`config.mk`:
```
export PLATFORM = sky130hd
export DESIGN_NAME = rob_top
export DESIGN_NICKNAME = d
export VERILOG_FILES = /design/src/rtl/rob_pkg.sv /design/src/rtl/rob_ctrl.sv /design/src/rtl/rob_bank.sv /design/src/rtl/phys_ready_table.sv /design/src/rtl/rob_top.sv
export VERILOG_INCLUDE_DIRS = /design/src /design/src/rtl
export SDC_FILE = /design/constraint.sdc
export NUM_CORES = 1
export LEC_CHECK = 0
export BUFFER_PORTS_ARGS = -buffer_cell sky130_fd_sc_hd__buf_2
export CAP_MARGIN = 20
export CORE_MARGIN = 8
export CORE_UTILIZATION = 57
export DETAILED_ROUTE_END_ITERATION = 7
export GPL_ROUTABILITY_DRIVEN = 0
export PLACE_DENSITY = 0.8
export SKIP_CTS_REPAIR_TIMING = 1
export SLEW_MARGIN = 0
export SYNTH_ARGS = -nofsm -noshare
export SYNTH_HDL_FRONTEND = slang
export SYNTH_HIERARCHICAL = 1
export SYNTH_SLANG_ARGS = --single-unit
```
`constraint.sdc`:
```
create_clock -name clk -period 3.8 [get_ports clk]
set_clock_uncertainty 0.1 [all_clocks]
set_input_delay 0.57 -clock clk [delete_from_list [all_inputs] [get_ports clk]]
set_output_delay 0.57 -clock clk [all_outputs]
set_load 0.05 [all_outputs]
```
`src/rtl/rob_consts.svh`:
```
`ifndef ROB_CONSTS_SVH
`define ROB_CONSTS_SVH

// lanes per cycle for dispatch, writeback and commit
`define ROB_DISPATCH_WIDTH  2

// two banks, slot k in bank k mod 2
`define ROB_BANK_ADDR_WIDTH 1
`define ROB_BANKS           2
`define ROB_ROWS            8
`define ROB_ADDR_WIDTH      3
`define ROB_ENTRIES         (`ROB_BANKS * `ROB_ROWS)
`define ROB_PTR_WIDTH       (`ROB_BANK_ADDR_WIDTH + `ROB_ADDR_WIDTH + 1)

// register files
`define ROB_PHYS_REGS       64
`define ROB_PHYS_ADDR_WIDTH 6
`define ROB_ARCH_ADDR_WIDTH 5

`endif

```
`src/rtl/rob_pkg.sv`:
```
`include "rob_consts.svh"

package rob_pkg;

  typedef logic [`ROB_PHYS_ADDR_WIDTH-1:0] phys_reg_t;
  typedef logic [`ROB_ARCH_ADDR_WIDTH-1:0] arch_reg_t;

  typedef logic [`ROB_BANK_ADDR_WIDTH-1:0] bank_addr_t;
  typedef logic [`ROB_ADDR_WIDTH-1:0]      rob_row_t;

  // slot index plus wrap bit on top
  typedef logic [`ROB_PTR_WIDTH-1:0]       rob_ptr_t;

  // 0 to 16 entries in flight
  typedef logic [`ROB_PTR_WIDTH-1:0]       rob_count_t;

  // one idle cycle after reset before dispatch opens
  typedef enum logic {
    RESET_INIT,
    RUN
  } ctrl_state_e;

endpackage

```
`src/rtl/rob_ctrl.sv`:
```
`timescale 1ns/1ps
`default_nettype none
`include "rob_consts.svh"

module rob_ctrl (
  input  wire                     clk,
  input  wire                     rst_n,

  input  wire                     dispatch_en        [0:`ROB_DISPATCH_WIDTH-1],
  output rob_pkg::bank_addr_t     dispatch_bank_addr [0:`ROB_DISPATCH_WIDTH-1],
  output rob_pkg::rob_row_t       dispatch_rob_addr  [0:`ROB_DISPATCH_WIDTH-1],
  output logic                    dispatch_full,
  output logic                    alloc_en           [0:`ROB_DISPATCH_WIDTH-1],

  output logic                    bank_wr_en         [0:`ROB_BANKS-1],
  output rob_pkg::rob_row_t       bank_wr_row        [0:`ROB_BANKS-1],
  output logic                    bank_wr_lane       [0:`ROB_BANKS-1],

  input  wire                     head_done          [0:`ROB_BANKS-1],
  input  wire rob_pkg::phys_reg_t head_phys          [0:`ROB_BANKS-1],
  input  wire rob_pkg::arch_reg_t head_arch          [0:`ROB_BANKS-1],
  output rob_pkg::rob_row_t       head_row           [0:`ROB_BANKS-1],
  output logic                    retire_en          [0:`ROB_BANKS-1],

  output logic                    commit_en          [0:`ROB_DISPATCH_WIDTH-1],
  output rob_pkg::phys_reg_t      commit_phys_rd     [0:`ROB_DISPATCH_WIDTH-1],
  output rob_pkg::arch_reg_t      commit_arch_rd     [0:`ROB_DISPATCH_WIDTH-1]
);

  import rob_pkg::*;

  ctrl_state_e state_q;
  rob_ptr_t    head_q;
  rob_ptr_t    tail_q;
  rob_count_t  count_q;

  rob_ptr_t    lane_slot   [0:`ROB_DISPATCH_WIDTH-1];
  rob_ptr_t    commit_slot [0:`ROB_DISPATCH_WIDTH-1];
  bank_addr_t  commit_bank [0:`ROB_DISPATCH_WIDTH-1];
  logic        entry_done  [0:`ROB_DISPATCH_WIDTH-1];
  rob_count_t  n_alloc;
  rob_count_t  n_commit;

  function automatic bank_addr_t slot_bank(input rob_ptr_t slot);
    return slot[`ROB_BANK_ADDR_WIDTH-1:0];
  endfunction

  function automatic rob_row_t slot_row(input rob_ptr_t slot);
    return slot[`ROB_BANK_ADDR_WIDTH +: `ROB_ADDR_WIDTH];
  endfunction

  // need room for a full two-wide group
  assign dispatch_full = (state_q == RESET_INIT) ||
                         (count_q > rob_count_t'(`ROB_ENTRIES - `ROB_DISPATCH_WIDTH));

  // dispatch lanes take consecutive slots from the tail
  always_comb begin
    lane_slot[0] = tail_q;
    for (int l = 1; l < `ROB_DISPATCH_WIDTH; l++) begin
      lane_slot[l] = lane_slot[l-1] + rob_ptr_t'(dispatch_en[l-1]);
    end
    n_alloc = '0;
    for (int b = 0; b < `ROB_BANKS; b++) begin
      bank_wr_en[b]   = 1'b0;
      bank_wr_row[b]  = '0;
      bank_wr_lane[b] = 1'b0;
    end
    for (int l = 0; l < `ROB_DISPATCH_WIDTH; l++) begin
      dispatch_bank_addr[l] = slot_bank(lane_slot[l]);
      dispatch_rob_addr[l]  = slot_row(lane_slot[l]);
      alloc_en[l]           = dispatch_en[l] && !dispatch_full;
      n_alloc               = n_alloc + rob_count_t'(alloc_en[l]);
      if (alloc_en[l]) begin
        bank_wr_en[slot_bank(lane_slot[l])]   = 1'b1;
        bank_wr_row[slot_bank(lane_slot[l])]  = slot_row(lane_slot[l]);
        bank_wr_lane[slot_bank(lane_slot[l])] = 1'(l);
      end
    end
  end

  // oldest entries sit in alternating banks from the head
  always_comb begin
    n_commit = '0;
    for (int b = 0; b < `ROB_BANKS; b++) begin
      head_row[b]  = '0;
      retire_en[b] = 1'b0;
    end
    for (int l = 0; l < `ROB_DISPATCH_WIDTH; l++) begin
      commit_slot[l] = head_q + rob_ptr_t'(l);
      commit_bank[l] = slot_bank(commit_slot[l]);
      head_row[commit_bank[l]] = slot_row(commit_slot[l]);
      entry_done[l]  = (count_q > rob_count_t'(l)) && head_done[commit_bank[l]];
    end
    for (int l = 0; l < `ROB_DISPATCH_WIDTH; l++) begin
      if (l == 0) begin
        commit_en[l] = entry_done[l];
      end else begin
        commit_en[l] = commit_en[l-1] && entry_done[l];
      end
      commit_phys_rd[l] = head_phys[commit_bank[l]];
      commit_arch_rd[l] = head_arch[commit_bank[l]];
      n_commit = n_commit + rob_count_t'(commit_en[l]);
      if (commit_en[l]) begin
        retire_en[commit_bank[l]] = 1'b1;
      end
    end
  end

  always_ff @(posedge clk or negedge rst_n) begin
    if (!rst_n) begin
      state_q <= RESET_INIT;
      head_q  <= '0;
      tail_q  <= '0;
      count_q <= '0;
    end else begin
      state_q <= RUN;
      head_q  <= head_q + rob_ptr_t'(n_commit);
      tail_q  <= tail_q + rob_ptr_t'(n_alloc);
      count_q <= count_q + n_alloc - n_commit;
    end
  end

endmodule

`default_nettype wire

```
`src/rtl/rob_bank.sv`:
```
`timescale 1ns/1ps
`default_nettype none
`include "rob_consts.svh"

module rob_bank #(
  parameter rob_pkg::bank_addr_t bank_id = '0
) (
  input  wire                     clk,
  input  wire                     rst_n,

  // dispatch write, lane picked by the controller
  input  wire                     wr_en,
  input  wire rob_pkg::rob_row_t  wr_row,
  input  wire                     wr_lane,
  input  wire rob_pkg::phys_reg_t dispatch_phys_rd    [0:`ROB_DISPATCH_WIDTH-1],
  input  wire rob_pkg::arch_reg_t dispatch_arch_rd    [0:`ROB_DISPATCH_WIDTH-1],

  input  wire rob_pkg::bank_addr_t writeback_bank_addr [0:`ROB_DISPATCH_WIDTH-1],
  input  wire rob_pkg::rob_row_t  writeback_rob_addr  [0:`ROB_DISPATCH_WIDTH-1],
  input  wire                     writeback_en        [0:`ROB_DISPATCH_WIDTH-1],

  input  wire rob_pkg::rob_row_t  head_row,
  input  wire                     retire_en,
  output logic                    head_done,
  output rob_pkg::phys_reg_t      head_phys,
  output rob_pkg::arch_reg_t      head_arch,

  output logic                    ready_set_en        [0:`ROB_DISPATCH_WIDTH-1],
  output rob_pkg::phys_reg_t      ready_set_phys      [0:`ROB_DISPATCH_WIDTH-1]
);

  import rob_pkg::*;

  phys_reg_t            phys_q [0:`ROB_ROWS-1];
  arch_reg_t            arch_q [0:`ROB_ROWS-1];
  logic [`ROB_ROWS-1:0] done_q;
  logic [`ROB_ROWS-1:0] done_d;

  // writebacks addressed here, with the stored destination
  always_comb begin
    for (int l = 0; l < `ROB_DISPATCH_WIDTH; l++) begin
      ready_set_en[l]   = writeback_en[l] && (writeback_bank_addr[l] == bank_id);
      ready_set_phys[l] = phys_q[writeback_rob_addr[l]];
    end
  end

  assign head_done = done_q[head_row];
  assign head_phys = phys_q[head_row];
  assign head_arch = arch_q[head_row];

  always_ff @(posedge clk) begin
    if (wr_en) begin
      phys_q[wr_row] <= dispatch_phys_rd[wr_lane];
      arch_q[wr_row] <= dispatch_arch_rd[wr_lane];
    end
  end

  // new entry starts not done
  always_comb begin
    done_d = done_q;
    for (int l = 0; l < `ROB_DISPATCH_WIDTH; l++) begin
      if (ready_set_en[l]) begin
        done_d[writeback_rob_addr[l]] = 1'b1;
      end
    end
    if (retire_en) begin
      done_d[head_row] = 1'b0;
    end
    if (wr_en) begin
      done_d[wr_row] = 1'b0;
    end
  end

  always_ff @(posedge clk or negedge rst_n) begin
    if (!rst_n) begin
      done_q <= '0;
    end else begin
      done_q <= done_d;
    end
  end

endmodule

`default_nettype wire

```
`src/rtl/phys_ready_table.sv`:
```
`timescale 1ns/1ps
`default_nettype none
`include "rob_consts.svh"

module phys_ready_table (
  input  wire                     clk,
  input  wire                     rst_n,

  input  wire                     alloc_en   [0:`ROB_DISPATCH_WIDTH-1],
  input  wire rob_pkg::phys_reg_t alloc_phys [0:`ROB_DISPATCH_WIDTH-1],

  // one set port per bank and lane
  input  wire                     set_en     [0:`ROB_BANKS*`ROB_DISPATCH_WIDTH-1],
  input  wire rob_pkg::phys_reg_t set_phys   [0:`ROB_BANKS*`ROB_DISPATCH_WIDTH-1],

  input  wire rob_pkg::phys_reg_t rs1        [0:`ROB_DISPATCH_WIDTH-1],
  input  wire rob_pkg::phys_reg_t rs2        [0:`ROB_DISPATCH_WIDTH-1],
  output logic                    rs1_valid  [0:`ROB_DISPATCH_WIDTH-1],
  output logic                    rs2_valid  [0:`ROB_DISPATCH_WIDTH-1]
);

  import rob_pkg::*;

  ctrl_state_e               state_q;
  logic [`ROB_PHYS_REGS-1:0] ready_q;
  logic [`ROB_PHYS_REGS-1:0] ready_d;

  // allocation applied last so the clear wins
  always_comb begin
    ready_d = ready_q;
    for (int i = 0; i < `ROB_BANKS * `ROB_DISPATCH_WIDTH; i++) begin
      if (set_en[i]) begin
        ready_d[set_phys[i]] = 1'b1;
      end
    end
    for (int l = 0; l < `ROB_DISPATCH_WIDTH; l++) begin
      if (alloc_en[l]) begin
        ready_d[alloc_phys[l]] = 1'b0;
      end
    end
  end

  always_ff @(posedge clk or negedge rst_n) begin
    if (!rst_n) begin
      state_q <= RESET_INIT;
      ready_q <= '1;
    end else begin
      state_q <= RUN;
      if (state_q == RUN) begin
        ready_q <= ready_d;
      end
    end
  end

  // nothing reads valid during init
  always_comb begin
    for (int l = 0; l < `ROB_DISPATCH_WIDTH; l++) begin
      rs1_valid[l] = (state_q == RUN) && ready_q[rs1[l]];
      rs2_valid[l] = (state_q == RUN) && ready_q[rs2[l]];
    end
  end

endmodule

`default_nettype wire

```
`src/rtl/rob_top.sv`:
```
`timescale 1ns/1ps
`default_nettype none
`include "rob_consts.svh"

module rob_top (
  input  wire                      clk,
  input  wire                      rst_n,

  // dispatch
  input  wire rob_pkg::phys_reg_t  dispatch_phys_rd    [0:`ROB_DISPATCH_WIDTH-1],
  input  wire rob_pkg::arch_reg_t  dispatch_arch_rd    [0:`ROB_DISPATCH_WIDTH-1],
  input  wire                      dispatch_en         [0:`ROB_DISPATCH_WIDTH-1],
  output rob_pkg::bank_addr_t      dispatch_bank_addr  [0:`ROB_DISPATCH_WIDTH-1],
  output rob_pkg::rob_row_t        dispatch_rob_addr   [0:`ROB_DISPATCH_WIDTH-1],
  output logic                     dispatch_full,

  // writeback
  input  wire rob_pkg::bank_addr_t writeback_bank_addr [0:`ROB_DISPATCH_WIDTH-1],
  input  wire rob_pkg::rob_row_t   writeback_rob_addr  [0:`ROB_DISPATCH_WIDTH-1],
  input  wire                      writeback_en        [0:`ROB_DISPATCH_WIDTH-1],

  // commit
  output rob_pkg::phys_reg_t       commit_phys_rd      [0:`ROB_DISPATCH_WIDTH-1],
  output rob_pkg::arch_reg_t       commit_arch_rd      [0:`ROB_DISPATCH_WIDTH-1],
  output logic                     commit_en           [0:`ROB_DISPATCH_WIDTH-1],

  // operand fetch
  input  wire rob_pkg::phys_reg_t  op_fetch_phys_rs1   [0:`ROB_DISPATCH_WIDTH-1],
  input  wire rob_pkg::phys_reg_t  op_fetch_phys_rs2   [0:`ROB_DISPATCH_WIDTH-1],
  output logic                     op_fetch_rs1_valid  [0:`ROB_DISPATCH_WIDTH-1],
  output logic                     op_fetch_rs2_valid  [0:`ROB_DISPATCH_WIDTH-1]
);

  import rob_pkg::*;

  logic      alloc_en       [0:`ROB_DISPATCH_WIDTH-1];
  logic      bank_wr_en     [0:`ROB_BANKS-1];
  rob_row_t  bank_wr_row    [0:`ROB_BANKS-1];
  logic      bank_wr_lane   [0:`ROB_BANKS-1];
  logic      head_done      [0:`ROB_BANKS-1];
  phys_reg_t head_phys      [0:`ROB_BANKS-1];
  arch_reg_t head_arch      [0:`ROB_BANKS-1];
  rob_row_t  head_row       [0:`ROB_BANKS-1];
  logic      retire_en      [0:`ROB_BANKS-1];

  // bank 0 lanes first, then bank 1
  logic      ready_set_en   [0:`ROB_BANKS*`ROB_DISPATCH_WIDTH-1];
  phys_reg_t ready_set_phys [0:`ROB_BANKS*`ROB_DISPATCH_WIDTH-1];

  rob_ctrl i_ctrl (
    .clk                (clk),
    .rst_n              (rst_n),
    .dispatch_en        (dispatch_en),
    .dispatch_bank_addr (dispatch_bank_addr),
    .dispatch_rob_addr  (dispatch_rob_addr),
    .dispatch_full      (dispatch_full),
    .alloc_en           (alloc_en),
    .bank_wr_en         (bank_wr_en),
    .bank_wr_row        (bank_wr_row),
    .bank_wr_lane       (bank_wr_lane),
    .head_done          (head_done),
    .head_phys          (head_phys),
    .head_arch          (head_arch),
    .head_row           (head_row),
    .retire_en          (retire_en),
    .commit_en          (commit_en),
    .commit_phys_rd     (commit_phys_rd),
    .commit_arch_rd     (commit_arch_rd)
  );

  rob_bank #(.bank_id(1'b0)) i_bank0 (
    .clk                 (clk),
    .rst_n               (rst_n),
    .wr_en               (bank_wr_en[0]),
    .wr_row              (bank_wr_row[0]),
    .wr_lane             (bank_wr_lane[0]),
    .dispatch_phys_rd    (dispatch_phys_rd),
    .dispatch_arch_rd    (dispatch_arch_rd),
    .writeback_bank_addr (writeback_bank_addr),
    .writeback_rob_addr  (writeback_rob_addr),
    .writeback_en        (writeback_en),
    .head_row            (head_row[0]),
    .retire_en           (retire_en[0]),
    .head_done           (head_done[0]),
    .head_phys           (head_phys[0]),
    .head_arch           (head_arch[0]),
    .ready_set_en        (ready_set_en[0:1]),
    .ready_set_phys      (ready_set_phys[0:1])
  );

  rob_bank #(.bank_id(1'b1)) i_bank1 (
    .clk                 (clk),
    .rst_n               (rst_n),
    .wr_en               (bank_wr_en[1]),
    .wr_row              (bank_wr_row[1]),
    .wr_lane             (bank_wr_lane[1]),
    .dispatch_phys_rd    (dispatch_phys_rd),
    .dispatch_arch_rd    (dispatch_arch_rd),
    .writeback_bank_addr (writeback_bank_addr),
    .writeback_rob_addr  (writeback_rob_addr),
    .writeback_en        (writeback_en),
    .head_row            (head_row[1]),
    .retire_en           (retire_en[1]),
    .head_done           (head_done[1]),
    .head_phys           (head_phys[1]),
    .head_arch           (head_arch[1]),
    .ready_set_en        (ready_set_en[2:3]),
    .ready_set_phys      (ready_set_phys[2:3])
  );

  phys_ready_table i_ready (
    .clk        (clk),
    .rst_n      (rst_n),
    .alloc_en   (alloc_en),
    .alloc_phys (dispatch_phys_rd),
    .set_en     (ready_set_en),
    .set_phys   (ready_set_phys),
    .rs1        (op_fetch_phys_rs1),
    .rs2        (op_fetch_phys_rs2),
    .rs1_valid  (op_fetch_rs1_valid),
    .rs2_valid  (op_fetch_rs2_valid)
  );

endmodule

`default_nettype wire

```
# After elaboration in Yosys (flattened, before gate mapping)
# Memories as Yosys holds them, arrays and structs flattened.
# Index checks and enable logic that the tools add are counted.
# W data, S select, Z words.
dict set report word_totals {
  regBits 96
  ram_bits 176
  inputBits 60
  output_inout_bits 37
  word_cells 233
  memories 4
}
# name words width read_ports rd_ports_with_merged_regs wr line
set mem_list {}
lappend mem_list {i_bank0.phys_q 8 6 3 0 1 rob_bank.sv:34} ;# phys_reg_t phys_q [0:`ROB_ROWS-1];
lappend mem_list {i_bank1.phys_q 8 6 3 0 1 rob_bank.sv:34}
lappend mem_list {i_bank0.arch_q 8 5 1 0 1 rob_bank.sv:35} ;# arch_reg_t arch_q [0:`ROB_ROWS-1];
lappend mem_list {i_bank1.arch_q 8 5 1 0 1 rob_bank.sv:35}
dict set report classes {
  add_sub_neg 8
  n_lt_le_gt_ge 41
  muxes 109
  bitwise_logic 33
  n_reduce_logical 31
}
# operator n
set ops {}
lappend ops {{$mux W64} 6}
lappend ops {{$or A64 B64 Y64} 4}
lappend ops {{$and A64 B64 Y64} 2}
lappend ops {{$not A64 Y64} 2}
lappend ops {{$mux W6} 14}
lappend ops {{$lt A6 B7 Y1 const B} 10}
lappend ops {{$mux W8} 8}
lappend ops {{$mux W5} 12}
lappend ops {{$demux W1 S6} 6}
lappend ops {{$ge A6 B1 Y1 const B} 6}
lappend ops {{$and A8 B8 Y8} 4}
lappend ops {{$mux W1} 32}
lappend ops {{$not A8 Y8} 4}
lappend ops {{$or A8 B8 Y8} 4}
lappend ops {{$logic_and A1 B1 Y1} 29}
lappend ops {{$bmux W1 S6} 4}
lappend ops {{$lt A3 B4 Y1 const B} 6}
lappend ops {{$demux W1 S3} 6}
lappend ops {{$ge A3 B1 Y1 const B} 6}
lappend ops {{$and A6 B6 Y6} 2}
lappend ops {{$bwmux W6} 2}
lappend ops {{$demux W3 S1} 4}
lappend ops {{$ge A2 B2 Y1 const B} 6}
lappend ops {{$mux W3} 4}
lappend ops {{17 further kinds} 39}

# Depth between registers and ports, before layout
dict set report logic_depth {
  ltp_word 19
  ltp_mapped 18
  mapped_depth_nobuf 15
}

# By module
# The synthesis kept the hierarchy.
# module instances cells_each area_per_inst_um2 seq_area_each_um2
set modules_own_cells {}
lappend modules_own_cells {phys_ready_table 1 767 7194.4 1706.6}
lappend modules_own_cells {{rob_bank (i_bank1)} 1 254 4884.7 2842.7}
lappend modules_own_cells {{rob_bank (i_bank0)} 1 246 4849.7 2842.7}
lappend modules_own_cells {rob_ctrl 1 162 1536.5 350.3}

# Worst setup path before layout
# OpenSTA, ideal clock, no wires.
dict set report synth_timing {
  path_kind {register -> register}
  startpoint {register i_ctrl.head_q[0]}
  endpoint {register i_ctrl.count_q[4]}
  setup_ps 123
  t_arrival_ps 4095
  required_time_ps 3577
  path_slack_ps -517
  stages_incl_launch_ff 19
  n_path_buf 4
  synth_period_minus_slack_ps 4317
  cell_sequence {dfrtp_1 > buf_2 > buf_2 > nand2_1 > xnor2_1 > buf_2 > buf_2 > mux4_2 > mux2_2 > mux2i_1 > nor2_1 > a21boi_1 > ha_1 > inv_1 > ha_1 > fa_1 > a21oi_1 > o21bai_1 > xnor2_1}
}
# element line
set synth_rtl {}
lappend synth_rtl {{start: declaration} rob_ctrl.sv:33} ;# rob_ptr_t head_q;
lappend synth_rtl {{start signal: assignment} rob_ctrl.sv:117} ;# head_q <= head_q + rob_ptr_t'(n_commit);
lappend synth_rtl {{end signal: assignment} rob_ctrl.sv:119} ;# count_q <= count_q + n_alloc - n_commit;
lappend synth_rtl {{end: declaration} rob_ctrl.sv:35} ;# rob_count_t count_q;

==> summary.md <==
| Metric | Value |
|---|---|
| Count of state elements after synthesis | `271` |
| Initial Utilization | `57.33%` |
| Residual DRC | `51` |
| RSZ-0062 raised after global routing | `yes` |
| Grt total ovfl | `0` |
| Share of post-route cells with drive strength above 1 | `35.76%` |
| Max-slew violations | `0` |
| Number of flops mapped to enable cells by yosys | `176` |
| CTS Buffer Depth | `3` |
| Total negative slack | `-0.05790 ns` |
| Worst EP required | `3.13 ns` |
| Ranking of synthesized cells by area | `edfxtp_1 29%, mux4_2 16%, dfstp_2 9.1%` |
| Hold slack | `0.02813 ns` |
| Slew @ Worst Pin | `0.9252 ns` |
| First-pass GRT wire length | `85240 um` |
| H-tree levels | `1` |
| Arr. time, crit path | `3.16 ns` |
| Cell taking the most area after synthesis | `edfxtp_1` |
| Place WS | `0.007961 ns` |
| Reg2Reg Setup Slack | `0.10 ns` |
| Post-synth top cells | `176 x edfxtp_1, 140 x a21oi_1, 130 x mux4_2` |
| Final core occ | `64.09%` |
| Status | `finished with violations` |
| HPWL after DPL | `39020 um` |
| Row count | `66` |
| Worst-path clk slew | `0.07 ns` |
| Final hold violations | `0` |
| Horiz. Die Dim | `196.0 um` |
| CP Max Fanout | `6` |
| Slew headroom | `38.32%` |
| Setup violators final | `3` |
| Vias in the first global route | `14.24k` |
| Syn Area/Cell | `12.92 um^2` |
| Path depth of the worst reg2reg path | `16` |
| Final nets | `1555` |
| Reg-to-reg startpoint | `i_ctrl/head_q[1]$_DFF_PN0_` |
| Area grow syn2layout | `11.78%` |
| Critical path type | `register to output port` |
| Final worst slack | `-0.02821 ns` |
| Worst ir drop on vdd | `0.8724 mV` |
| Post-Syn Nets | `1511` |
| Ys flop type | `edfxtp_1` |
| Gr usage total | `28.39%` |
| Syn Std Cell Area | `0.01847 mm^2` |
| Max Fclk | `0.2612 GHz` |
| Leak | `0.007059 uW` |
| Crit path from | `i_ctrl/head_q[1]$_DFF_PN0_` |
| DRT Wirelength | `58890 um` |
| Crit start category | `register` |
| Seq/Total Area, Yosys | `41.93%` |
| Period utilization | `100.7%` |
| Post-synth ARST share | `35.06%` |
| Count leader, synth | `edfxtp_1` |
| Die area | `0.03841 mm^2` |
| Antenna Nets Post-Route | `0` |
| Root Driver | `clkbuf_16` |
| Worst hold path type | `input port to asynchronous set/reset pin` |
| Port bufs | `96` |
| Die Ht | `196.0 um` |
| Initial DRC count | `2901` |
| CTS tree | `built` |
| Core area | `0.03221 mm^2` |
| Largest net degree at the start of global routing | `73` |
| DR WL/cell | `30.88 um` |
| Ys Warns | `6` |
| Clk sinks | `271` |
| Clk_lat worst skew | `0.60 ns` |
| Vias/cell | `7.978` |
| Drt first pass iters | `8` |
| Setup crit end | `commit_phys_rd[4]` |
| Post-Syn Instances | `1429` |
| Via Count | `15.21k` |
| FF-to-FF End | `i_ctrl/count_q[4]$_DFF_PN0_` |
| Critical Path Sink Type | `output port` |
| Max-Cap Viols | `0` |
| Distinct cells, synth | `70` |
| Yosys top cell area share | `28.62%` |
| Failing checks | `design-rule violations, negative setup slack` |
| Initial antenna violation count | `2` |
| Power per cell area | `884.5 mW/mm^2` |
| Min Tclk post-route | `3.828 ns` |
| Ports | `97` |
| CTS Buf Count | `29` |
-- report_power, final --
group	internal, uW	switching, uW	total, uW	leakage [uW]
combinational	4830	5720	10500	0.00397
clock	1730	1240	2970	0.000479
sequential	4010	722	4730	0.00261
total	10600	7690	18300	0.00706
-- registers in the layout, indices dropped and copies added, names as in the netlist --
name,cells
i_ready/ready_q,64
i_bank0/phys_q,48
i_bank1/phys_q,48
i_bank0/arch_q,40
i_bank1/arch_q,40
i_ctrl/tail_q,4
i_ctrl/count_q,5
i_bank0/done_q,8
i_ready/state_q,1
i_bank1/done_q,8
i_ctrl/head_q,4
i_ctrl/state_q,1
-- per-stage QoR --
step / cell area [um^2] / total power (uW) / instances
finish: 20640 / 18260 / 1907
global route: 20640 / 18910 / 1906
CTS: 20240 / 16540 / 1895
detailed placement: 19250 / 13580 / 1841
global placement: 19250 / 13340 / 1841
floorplan: 18520 / 11420 / 1429
-- worst min-delay path by stage --
stage                                 from                           to  slack, ns  cells past startpoint
4_1_cts                              rst_n   i_ctrl/tail_q[3]$_DFF_PN0_       0.04                      1
6_report                             rst_n    i_ready/state_q$_DFF_PN0_       0.03                      1
2_1_floorplan                        rst_n  i_bank0/done_q[0]$_DFF_PN0_       0.17                      0
3_5_place_dp   i_bank1/done_q[7]$_DFF_PN0_  i_bank1/done_q[7]$_DFF_PN0_       0.39                      1
3_3_place_gp   i_bank1/done_q[7]$_DFF_PN0_  i_bank1/done_q[7]$_DFF_PN0_       0.39                      1
5_1_grt                              rst_n   i_ctrl/tail_q[3]$_DFF_PN0_       0.09                      1
-- layout by cell type (no fill, tap or decap), types with 36 or more instances in the layout --
cell,synthesis,routed
mux4_2,130,138
buf_2,28,75
o221ai_1,65,65
mux2i_1,37,36
edfxtp_1,176,176
dfstp_2,64,64
a21oi_1,140,138
o22a_1,66,66
mux2_2,86,71
buf_4,0,57
o22ai_1,68,68
-- metal layers --
layer	routed length, um	GRT usage [%]	share of wire [%]
met4	3873	12.72	6.6
met5	0	0	0
met1	19960	36.80	34
met2	27690	46.06	47
met3	7370	5.552	13
-- logic make-up (layout without fill, tap and decap cells) --
logic type | Yosys count | count (layout) | synth area share [%]
xor+xnor | 12 | 12 | 0.5692
compound gates | 400 | 400 | 14.96
flops | 271 | 271 | 41.93
other cells | 2 | 5 | 0.04067
fa+ha+maj | 22 | 22 | 1.653
simple gates | 261 | 261 | 8.951
mux | 288 | 288 | 27.46
buf+inv | 173 | 240 | 4.438
-- area by class of cell --
class	count	area [um^2]
multi-input cells	985	10070
well taps	408	510.5
flip-flops and latches	271	7746
diodes	3	7.507
repair buffers	160	1222
clock inverters	17	210.2
fillers	2198	11570
clock buffers	37	779.5
inverters	26	97.59
-- critical path, stage by stage (launching register included) --
cell and delay [ns]:
dfrtp_1 0.39, ha_2 0.33, inv_1 0.06, o21ai_4 0.17, buf_12 0.16, clkbuf_16 0.15
mux4_2 0.53, mux2_4 0.29, mux2_4 0.31, buf_8 0.16
Power figures use the tool's default switching activity.
